--- src/logic/vpid_defines.svh ---
`ifndef VPID_DEFINES_SVH
`define VPID_DEFINES_SVH

// Width of one ancillary data word on the stream
`define ANC_WORD_W 10

// Ancillary data flag is 000h followed by two words of 3FFh
`define ADF_WORD0 10'h000
`define ADF_WORD1 10'h3FF

// ------------------------------
// VPID header words, parity bits included
// ------------------------------
`define VPID_DID_WORD  10'h241
`define VPID_SDID_WORD 10'h101
`define VPID_DC_WORD   10'h104

// Number of user data words in a VPID packet
`define VPID_UDW_COUNT 4

// Checksum is the 9-bit sum of bits 8..0 of every word from DID to the last UDW
`define ANC_CS_W 9

`endif

--- src/logic/vpid_pkg.sv ---
`include "vpid_defines.svh"

package vpid_pkg;

   // One strobed word of the ancillary stream
   typedef struct packed {
      logic                   valid;
      logic [`ANC_WORD_W-1:0] data;
   } anc_word_t;

   // The four payload bytes, byte1 first on the wire
   typedef struct packed {
      logic [7:0] byte1;
      logic [7:0] byte2;
      logic [7:0] byte3;
      logic [7:0] byte4;
   } vpid_bytes_t;

   // Status levels, both held until the next complete packet
   typedef struct packed {
      logic vpid_valid;
      logic checksum_error;
   } vpid_status_t;

   // Parser position inside a packet
   typedef enum logic [2:0] {IDLE, DID, SDID, DC, UDW, CS} parse_state_t;

endpackage

--- src/logic/anc_checksum.sv ---
`timescale 1ns/1ps
`include "vpid_defines.svh"

module anc_checksum (
   input  logic                   anc_detected,
   input  logic                   calc_cs,
   input  logic [`ANC_WORD_W-1:0] word,
   input  logic                   cs_load,
   input  logic                   cs_add,
   output logic [`ANC_WORD_W-1:0] expected_cs
);

   // Running sum over bits 8..0 of each word
   logic [`ANC_CS_W-1:0] sum;
   logic [`ANC_CS_W-1:0] word_low;

   assign word_low = word[`ANC_CS_W-1:0];

   // ------------------------------
   // Accumulator
   // ------------------------------
   // The DID word starts a fresh sum, every later word adds to it
   always_ff @(posedge anc_detected or posedge calc_cs) begin
      if (calc_cs) begin
         sum <= '0;
      end else if (cs_load) begin
         sum <= word_low;
      end else if (cs_add) begin
         // Carry out of bit 8 is dropped, giving the sum modulo 512
         sum <= sum + word_low;
      end
   end

   // Checksum word carries the inverse of bit 8 in bit 9
   assign expected_cs = {~sum[`ANC_CS_W-1], sum};

endmodule

--- src/logic/anc_flag_detect.sv ---
`timescale 1ns/1ps
`include "vpid_defines.svh"

module anc_flag_detect (
   input  logic                anc_detected,
   input  logic                calc_cs,
   input  vpid_pkg::anc_word_t anc_in,
   output logic                flag_seen
);

   // Number of flag words matched so far, 0 to 2
   logic [1:0] progress;
   logic       is_word0;
   logic       is_word1;

   assign is_word0 = (anc_in.data == `ADF_WORD0);
   assign is_word1 = (anc_in.data == `ADF_WORD1);

   // ------------------------------
   // Flag sequence tracking
   // ------------------------------
   // Only valid words move the count, so gaps in the strobe are transparent
   always_ff @(posedge anc_detected or posedge calc_cs) begin
      if (calc_cs) begin
         progress  <= 2'd0;
         flag_seen <= 1'b0;
      end else begin
         flag_seen <= 1'b0;
         if (anc_in.valid) begin
            if (progress == 2'd2 && is_word1) begin
               // Third flag word, pulse for one cycle and start over
               flag_seen <= 1'b1;
               progress  <= 2'd0;
            end else if (progress == 2'd1 && is_word1) begin
               progress <= 2'd2;
            end else if (is_word0) begin
               // A stray 000h may itself open a new flag
               progress <= 2'd1;
            end else begin
               progress <= 2'd0;
            end
         end
      end
   end

endmodule

--- src/logic/vpid_packet_parser.sv ---
`timescale 1ns/1ps
`include "vpid_defines.svh"

module vpid_packet_parser (
   input  logic                   anc_detected,
   input  logic                   calc_cs,
   input  vpid_pkg::anc_word_t    anc_in,
   input  logic                   flag_seen,
   input  logic [`ANC_WORD_W-1:0] expected_cs,
   output logic                   cs_load,
   output logic                   cs_add,
   output logic [`ANC_WORD_W-1:0] cs_word,
   output vpid_pkg::vpid_bytes_t  vpid,
   output vpid_pkg::vpid_status_t status
);

   vpid_pkg::parse_state_t state;
   logic [1:0]             udw_cnt;
   vpid_pkg::vpid_bytes_t  staged;
   logic                   at_did;
   logic                   in_sum;

   // UDW parity: bit 8 is even parity of bits 7..0 and bit 9 is its inverse
   function automatic logic udw_parity_ok(input logic [`ANC_WORD_W-1:0] w);
      logic even;
      even = ^w[7:0];
      return (w[8] == even) && (w[9] == ~w[8]);
   endfunction

   // The word right after the flag may arrive while flag_seen is still high,
   // so that cycle is treated as the DID position too
   assign at_did = (state == vpid_pkg::DID) || (state == vpid_pkg::IDLE && flag_seen);
   assign in_sum = (state == vpid_pkg::SDID) || (state == vpid_pkg::DC) ||
                   (state == vpid_pkg::UDW);

   assign cs_word = anc_in.data;
   assign cs_load = anc_in.valid && at_did;
   assign cs_add  = anc_in.valid && in_sum;

   // ------------------------------
   // Packet FSM and outputs
   // ------------------------------
   always_ff @(posedge anc_detected or posedge calc_cs) begin
      if (calc_cs) begin
         state   <= vpid_pkg::IDLE;
         udw_cnt <= 2'd0;
         vpid    <= '0;
         status  <= '0;
      end else if (at_did) begin
         if (!anc_in.valid) begin
            state <= vpid_pkg::DID;
         end else if (anc_in.data == `VPID_DID_WORD) begin
            state <= vpid_pkg::SDID;
         end else begin
            // Some other ancillary packet, not ours
            state <= vpid_pkg::IDLE;
         end
      end else if (anc_in.valid) begin
         case (state)
            vpid_pkg::SDID: begin
               if (anc_in.data == `VPID_SDID_WORD) begin
                  state <= vpid_pkg::DC;
               end else begin
                  state <= vpid_pkg::IDLE;
               end
            end
            vpid_pkg::DC: begin
               udw_cnt <= 2'd0;
               if (anc_in.data == `VPID_DC_WORD) begin
                  state <= vpid_pkg::UDW;
               end else begin
                  state <= vpid_pkg::IDLE;
               end
            end
            vpid_pkg::UDW: begin
               udw_cnt <= udw_cnt + 2'd1;
               if (!udw_parity_ok(anc_in.data)) begin
                  // Drop the packet and leave the outputs alone
                  state <= vpid_pkg::IDLE;
               end else if (udw_cnt == 2'(`VPID_UDW_COUNT - 1)) begin
                  state <= vpid_pkg::CS;
               end
            end
            vpid_pkg::CS: begin
               state <= vpid_pkg::IDLE;
               if (anc_in.data == expected_cs) begin
                  vpid   <= staged;
                  status <= '{vpid_valid: 1'b1, checksum_error: 1'b0};
               end else begin
                  // Bytes keep the last good packet
                  status <= '{vpid_valid: 1'b0, checksum_error: 1'b1};
               end
            end
            default: begin
               state <= vpid_pkg::IDLE;
            end
         endcase
      end
   end

   // ------------------------------
   // UDW staging
   // ------------------------------
   // Bytes shift in from the bottom, so the first UDW ends up in byte1
   always_ff @(posedge anc_detected) begin
      if (anc_in.valid && state == vpid_pkg::UDW) begin
         staged <= {staged[23:0], anc_in.data[7:0]};
      end
   end

endmodule

--- src/logic/vpid_receiver.sv ---
`timescale 1ns/1ps
`include "vpid_defines.svh"

module vpid_receiver (
   input  logic                   anc_detected,
   input  logic                   calc_cs,
   input  vpid_pkg::anc_word_t    anc_in,
   output vpid_pkg::vpid_bytes_t  vpid,
   output vpid_pkg::vpid_status_t status
);

   logic                   flag_seen;
   logic                   cs_load;
   logic                   cs_add;
   logic [`ANC_WORD_W-1:0] cs_word;
   logic [`ANC_WORD_W-1:0] expected_cs;

   // Finds 000h 3FFh 3FFh ahead of each packet
   anc_flag_detect u_flag_detect (
      .anc_detected (anc_detected),
      .calc_cs      (calc_cs),
      .anc_in       (anc_in),
      .flag_seen    (flag_seen)
   );

   vpid_packet_parser u_parser (
      .anc_detected (anc_detected),
      .calc_cs      (calc_cs),
      .anc_in       (anc_in),
      .flag_seen    (flag_seen),
      .expected_cs  (expected_cs),
      .cs_load      (cs_load),
      .cs_add       (cs_add),
      .cs_word      (cs_word),
      .vpid         (vpid),
      .status       (status)
   );

   anc_checksum u_checksum (
      .anc_detected (anc_detected),
      .calc_cs      (calc_cs),
      .word         (cs_word),
      .cs_load      (cs_load),
      .cs_add       (cs_add),
      .expected_cs  (expected_cs)
   );

endmodule

--- config.mk ---
export PLATFORM = sky130hd
export DESIGN_NAME = vpid_receiver
export DESIGN_NICKNAME = d
export VERILOG_FILES = /design/src/logic/vpid_pkg.sv /design/src/logic/anc_checksum.sv /design/src/logic/anc_flag_detect.sv /design/src/logic/vpid_packet_parser.sv /design/src/logic/vpid_receiver.sv
export VERILOG_INCLUDE_DIRS = /design/src /design/src/logic
export SDC_FILE = /design/constraint.sdc
export NUM_CORES = 1
export LEC_CHECK = 0
export BUFFER_PORTS_ARGS = -buffer_cell sky130_fd_sc_hd__buf_4
export CAP_MARGIN = 20
export CORE_ASPECT_RATIO = 0.6
export CORE_MARGIN = 10
export CORE_UTILIZATION = 32
export CTS_BUF_LIST = sky130_fd_sc_hd__clkbuf_2
export DETAILED_ROUTE_END_ITERATION = 7
export PLACE_DENSITY_LB_ADDON = 0.12
export SYNTH_ARGS = -nofsm -noshare
export SYNTH_HDL_FRONTEND = slang
export SYNTH_HIERARCHICAL = 1
export SYNTH_SLANG_ARGS = --single-unit
--- constraint.sdc ---
create_clock -name anc_detected -period 7.7 [get_ports anc_detected]
set_input_delay 0.77 -clock anc_detected [delete_from_list [all_inputs] [get_ports anc_detected]]
set_output_delay 0.77 -clock anc_detected [all_outputs]
set_load 0.05 [all_outputs]
==> impl_metrics.toml, run 1 <==
[min_path]
hold_path_class = "in2reg"

[grt]
grt_use_total = 0.100
grt_pass1_wl_um = 14300
grt_pass1_vias = 2548
antenna_found_initial = 0
grt_max_degree = 40
grt_remaining_overflow = 0

[timing]
max_clock_freq_mhz = 411
final_max_slew_viol_count = 0
setup_viol = 0
setup_ws_ns = 5.27
fin_crit_sh = 0.316
min_period_ns = 2.43
tightestPinTransition_ns = 1.01
final.setup_skew_ns = 0.0246
finalHoldViolCount = 0
rsz0062_at_grt = "no"
slew_headroom = 0.322
fin_tns_setup_ns = 0

[synthesis]
ys_warn_count = 6
avgSynthCellArea_um2 = 13.2
syn-num-nets = 342
synth_cells = 310
netlist_area_um2 = 4090

[cells_and_area]
synthToLayoutAreaGrowth_pct = 14.5
seq_area_um2 = 2240
nets = 383
fillers = 1229
drive_gt1_frac = 0.306
insertedDiodeCount = 0
multiInputGateArea_um2 = 1640

[clocking]
cts-buffers-inserted = 9
post_cts_buffers = 0
cts_tree = "built"
cts-root-buf = "clkbuf_2"
clock_path_buffers = 2
cts.clk_slew.worst_paths_ns = 0.25
cts_resized = 0
cts_max_level = 3
clk_latency_ns = 0.54
cts_sinks = 83

[die]
die_area_um2 = 17800
io_pins = 47
die_height_um = 108
coreArea_um2 = 12300
die_x_um = 166
start_util = 0.334
rows = 31

[power]
irDropWorstVdd_mv = 0.0571
power.density_nw_per_um2 = 186
p_leak_nw = 2.20

[worst_setup_path]
cp_data_arrival_time_ns = 2.88
worstSetupStartpointType = "flip-flop"
critPathRequiredTime_ns = 8.15
critPathCaptureType = "flip-flop"
crit_fanout = 34
critPathKind = "reg2reg"

[placed_design]
place.gp.congestion = 0.799
dp_slack_ns = 4.87
port_buffers = 46
dp_hpwl_um = 6190

[route]
drtAntennaViolNets = 0
initialDrtViolationCount = 170
wirelength_um = 8820
via_count = 2481
drc = 0
viasPerCell = 4.76
routedWlPerCell_um = 16.9
first_pass_iters = 4

[run_status]
status = "finished clean"

[flow_run]
cap_violations = 0
## layout make-up
cell class | instances | share of cell area
timing repair buffer | 49 | 0.0791
inverter | 22 | 0.0176
sequential | 83 | 0.478
multi-input combinational | 186 | 0.351
tap | 165 | 0.0441
clock buffer | 9 | 0.00962
clock inverter | 7 | 0.0211
## power breakdown
part | switching [W] | total, W | internal [W] | leakage (nW)
Clock | 0.000163 | 0.000273 | 0.000109 | 0.0781
Combinational | 0.0000712 | 0.000122 | 0.0000512 | 1.15
Sequential | 0.0000108 | 0.000478 | 0.000467 | 0.975
Total | 0.000245 | 0.000873 | 0.000627 | 2.20
## flip-flops by register name (all words and copies together), names as in the netlist
signal                   flops
u_parser/staged             32
u_parser/vpid               32
u_checksum/sum               9
u_parser/state               3
u_flag_detect/progress       2
u_parser/status              2
u_parser/udw_cnt             2
u_flag_detect/flag_seen      1
## per-stage QoR
| step | cell area, um2 | power [W] | std cells | hold slack [ns] | util |
|---|---|---|---|---|---|
| after detailed placement | 4530 | 0.000607 | 504 | 0.435 | 0.370 |
| final | 4680 | 0.000873 | 521 | 0.471 | 0.382 |
| after floorplan | 4090 | 0.000574 | 310 | 0.422 | - |
| after CTS | 4670 | 0.000890 | 520 | 0.000630 | 0.381 |
| after global placement | 4530 | 0.000607 | 504 | 0.437 | 0.370 |
| after global routing | 4680 | 0.000925 | 521 | 0.366 | 0.382 |
## per-layer routing
layer	global-route usage	vias up	share of wire
li1	-	1189	-
met1	0.140	1230	0.52
met2	0.145	55	0.42
met3	0.0343	7	0.047
met4	0.0246	0	0.0052
met5	0	-	0
## path summary, 6_finish.rpt
kind | start | end | slack (ns) | depth (start not counted)
min in group asynchronous | calc_cs | u_flag_detect/flag_seen | 0.65 | 3
worst max register to register | u_parser/state[2] | u_parser/vpid[20] | 5.27 | 4
worst max-delay path | u_parser/state[2] | u_parser/vpid[20] | 5.27 | 4
worst min register to register | u_parser/staged[16] | u_parser/staged[24] | 0.47 | 0
max in group asynchronous | calc_cs | u_parser/state[1] | 6.21 | 3
worst min-delay path | anc_in[3] | u_parser/staged[3] | 0.47 | 1
## timing repair
action / in CTS / in global routing
endpoints found under the hold margin: 0 / 3
hold buffers: 0 / 1
setup endpoints to repair: 0 / 0
## critical path, stage by stage, from the launching register on
cell and delay, ns:
dfrtp_1 0.64, nand4b_4 0.21, nor3_2 0.38, nand3_4 0.60, mux2_4 0.50
## cell usage in the layout (no fill, tap or decap), drive strengths merged, types with 11 or more instances in the layout
master	n
ha	18
xor2	12
nor3	11
buf	48
dfrtp	51
edfxtp	32
o21ai	12
nand2	12
mux2	34
nor2	14
inv	24
Note: power is estimated with default switching activity, not from simulation.
==> run 2, diff against run 1 <==
==> constraint.sdc (replaced) <==
create_clock -name anc_detected -period 2.2 [get_ports anc_detected]
set_input_delay 0.22 -clock anc_detected [delete_from_list [all_inputs] [get_ports anc_detected]]
set_output_delay 0.22 -clock anc_detected [all_outputs]
set_load 0.05 [all_outputs]
==> run 2 against run 1 <==
  * Non-clock buffer count rose by 27
  * Via count is 2.1% higher
  * Largest power group unchanged
  * Register-to-register slack got worse by 5.2 ns
  * Critical path type unchanged
  * Critical endpoint is now u_checksum/sum[8]
  * Core utilization increased by 1.8 points
  * Global-route usage rose by 0.46 points
  * Clock power increased to 2.7 times the previous value
  * Largest cell class unchanged
  * Highest routed layer unchanged
==> impl_metrics.toml, run 2 (synthesis results as in run 1) <==
[run_status]
status = "finished clean"

[die]
rows = 31
die_area_um2 = 17800
die_x_um = 166
start_util = 0.334
io_pins = 47
coreArea_um2 = 12300
die_height_um = 108

[worst_setup_path]
path_cells = "ha_2 > inv_1 > fa_2 > nand2b_1 > a21oi_2 > buf_4 > a221oi_2 > mux2_1 > o2111ai_1"
cp-startpoint = "u_checksum/sum[0]"
slowest_stage = "dfrtp_1"
critPathKind = "reg2reg"
ff2ff_path_depth = 9
r2r-end = "u_checksum/sum[8]"
critPathCaptureType = "flip-flop"
worstSetupStartpointType = "flip-flop"
r2r-start = "u_checksum/sum[0]"
crit_fanout = 4
cp_data_arrival_time_ns = 2.58
max_stage_delay_ns = 0.46
critPathRequiredTime_ns = 2.67
regToRegSetupSlack_ns = 0.09

[timing]
fin_tns_setup_ns = 0
tightestPinTransition_ns = 0.607
finalHoldViolCount = 0
min_period_ns = 2.11
setup_viol = 0
slew_headroom = 0.594
rsz0062_at_grt = "no"
max_clock_freq_mhz = 474
fin_crit_sh = 0.959
final_max_slew_viol_count = 0
final.setup_skew_ns = 0.0226

[power]
p_leak_nw = 2.32
power.density_nw_per_um2 = 588
irDropWorstVdd_mv = 0.246

[route]
initialDrtViolationCount = 199
first_pass_iters = 4
drc = 0
via_count = 2534
drtAntennaViolNets = 0
routedWlPerCell_um = 16.6
wirelength_um = 9100
viasPerCell = 4.62

[cells_and_area]
nets = 410
design_area_um2 = 4900
reg_top3 = "u_parser/staged x32, u_parser/vpid x32, u_checksum/sum x9"
mostFrequentLayoutCells = "buf_4 (61), dfrtp_1 (51), edfxtp_1 (32)"
seq_area_um2 = 2240
drive_gt1_frac = 0.334
multiInputGateArea_um2 = 1650
final_common_cell = "buf_4"
insertedDiodeCount = 0
synthToLayoutAreaGrowth_pct = 19.9
fillers = 1185

[grt]
grt_use_total = 0.105
antenna_found_initial = 0
grt_pass1_vias = 2619
grt_pass1_wl_um = 14900
grt_max_degree = 35
grt_remaining_overflow = 0

[placed_design]
dp_hpwl_um = 6620
port_buffers = 46
place.gp.congestion = 0.840
placed_area_um2 = 4670

[clocking]
cts-root-buf = "clkbuf_2"
cts_sinks = 83
cts.clk_slew.worst_paths_ns = 0.25
clock_path_buffers = 2
cts-buffers-inserted = 9
post_cts_buffers = 0
clk_latency_ns = 0.55
cts_tree = "built"
cts_max_level = 3

[flow_run]
cap_violations = 0

[min_path]
hold_path_class = "in2async"
-- run 2: cell types whose count changed in the layout (fill, tap and decap cells not counted), moves of 2 or more --
cell	change
buf_12	+2
buf_4	+13
dlygate4sd3_1	+12
inv_6	+2
bufinv_16	-2
clkinv_2	+2
-- run 2: final cells by class --
type	count	area share
Clock buffer	9	0.00919
Clock inverter	7	0.0105
Inverter	22	0.0168
Multi-Input combinational cell	186	0.337
Sequential cell	83	0.456
Tap cell	165	0.0421
Timing Repair Buffer	76	0.128
-- run 2: how the worst max path moves through the flow --
stage,to,slack (ns),cells past startpoint
final,u_checksum/sum[8],0.09,9
after global routing,u_checksum/sum[8],0.008,9
after CTS,u_checksum/sum[8],0.08,9
after detailed placement,u_checksum/sum[8],0.13,10
after global placement,u_checksum/sum[8],0.20,9
after floorplan,u_checksum/sum[5],0.04,7
-- run 2: timing repair --
action,4_1_cts,5_1_grt
hold endpoints to repair,50,0
endpoints found under the setup margin,0,3
hold buffers,13,0
gates resized for setup,0,3
-- run 2: worst max-delay path: cells and delay by family, from the launching register on --
kind                     cells  cell delay (ns)
AO/OA/AOI/OAI                3             0.44
buffers and inverters        2             0.22
AND/OR/NAND/NOR              1             0.13
adder cells (fa/ha/maj)      2             0.42
multiplexers                 1             0.37
flip-flops                   1             0.46
-- run 2: metal layers --
metal / GRT usage / routed length [um]
met5: 0 / 0
met4: 0.0334 / 99
met1: 0.157 / 5030
met3: 0.0339 / 370
met2: 0.136 / 3600
-- run 2: through the flow --
step,power [W],hold WS [ns],util,instances,worst slack [ns]
floorplan,0.00201,-0.0264,-,310,0.0427
global placement,0.00215,0.139,0.381,519,0.198
detailed placement,0.00215,0.139,0.381,519,0.125
CTS,0.00292,0.0295,0.399,548,0.0839
global route,0.00304,0.0492,0.400,548,0.00776
finish,0.00288,0.0858,0.400,548,0.0902
-- run 2: where the power goes --
| group | internal (W) | switching (W) | total (W) |
|---|---|---|---|
| combinational | 0.000215 | 0.000262 | 0.000477 |
| sequential | 0.00163 | 0.0000373 | 0.00167 |
| clock | 0.000157 | 0.000575 | 0.000732 |
| total | 0.00201 | 0.000875 | 0.00288 |
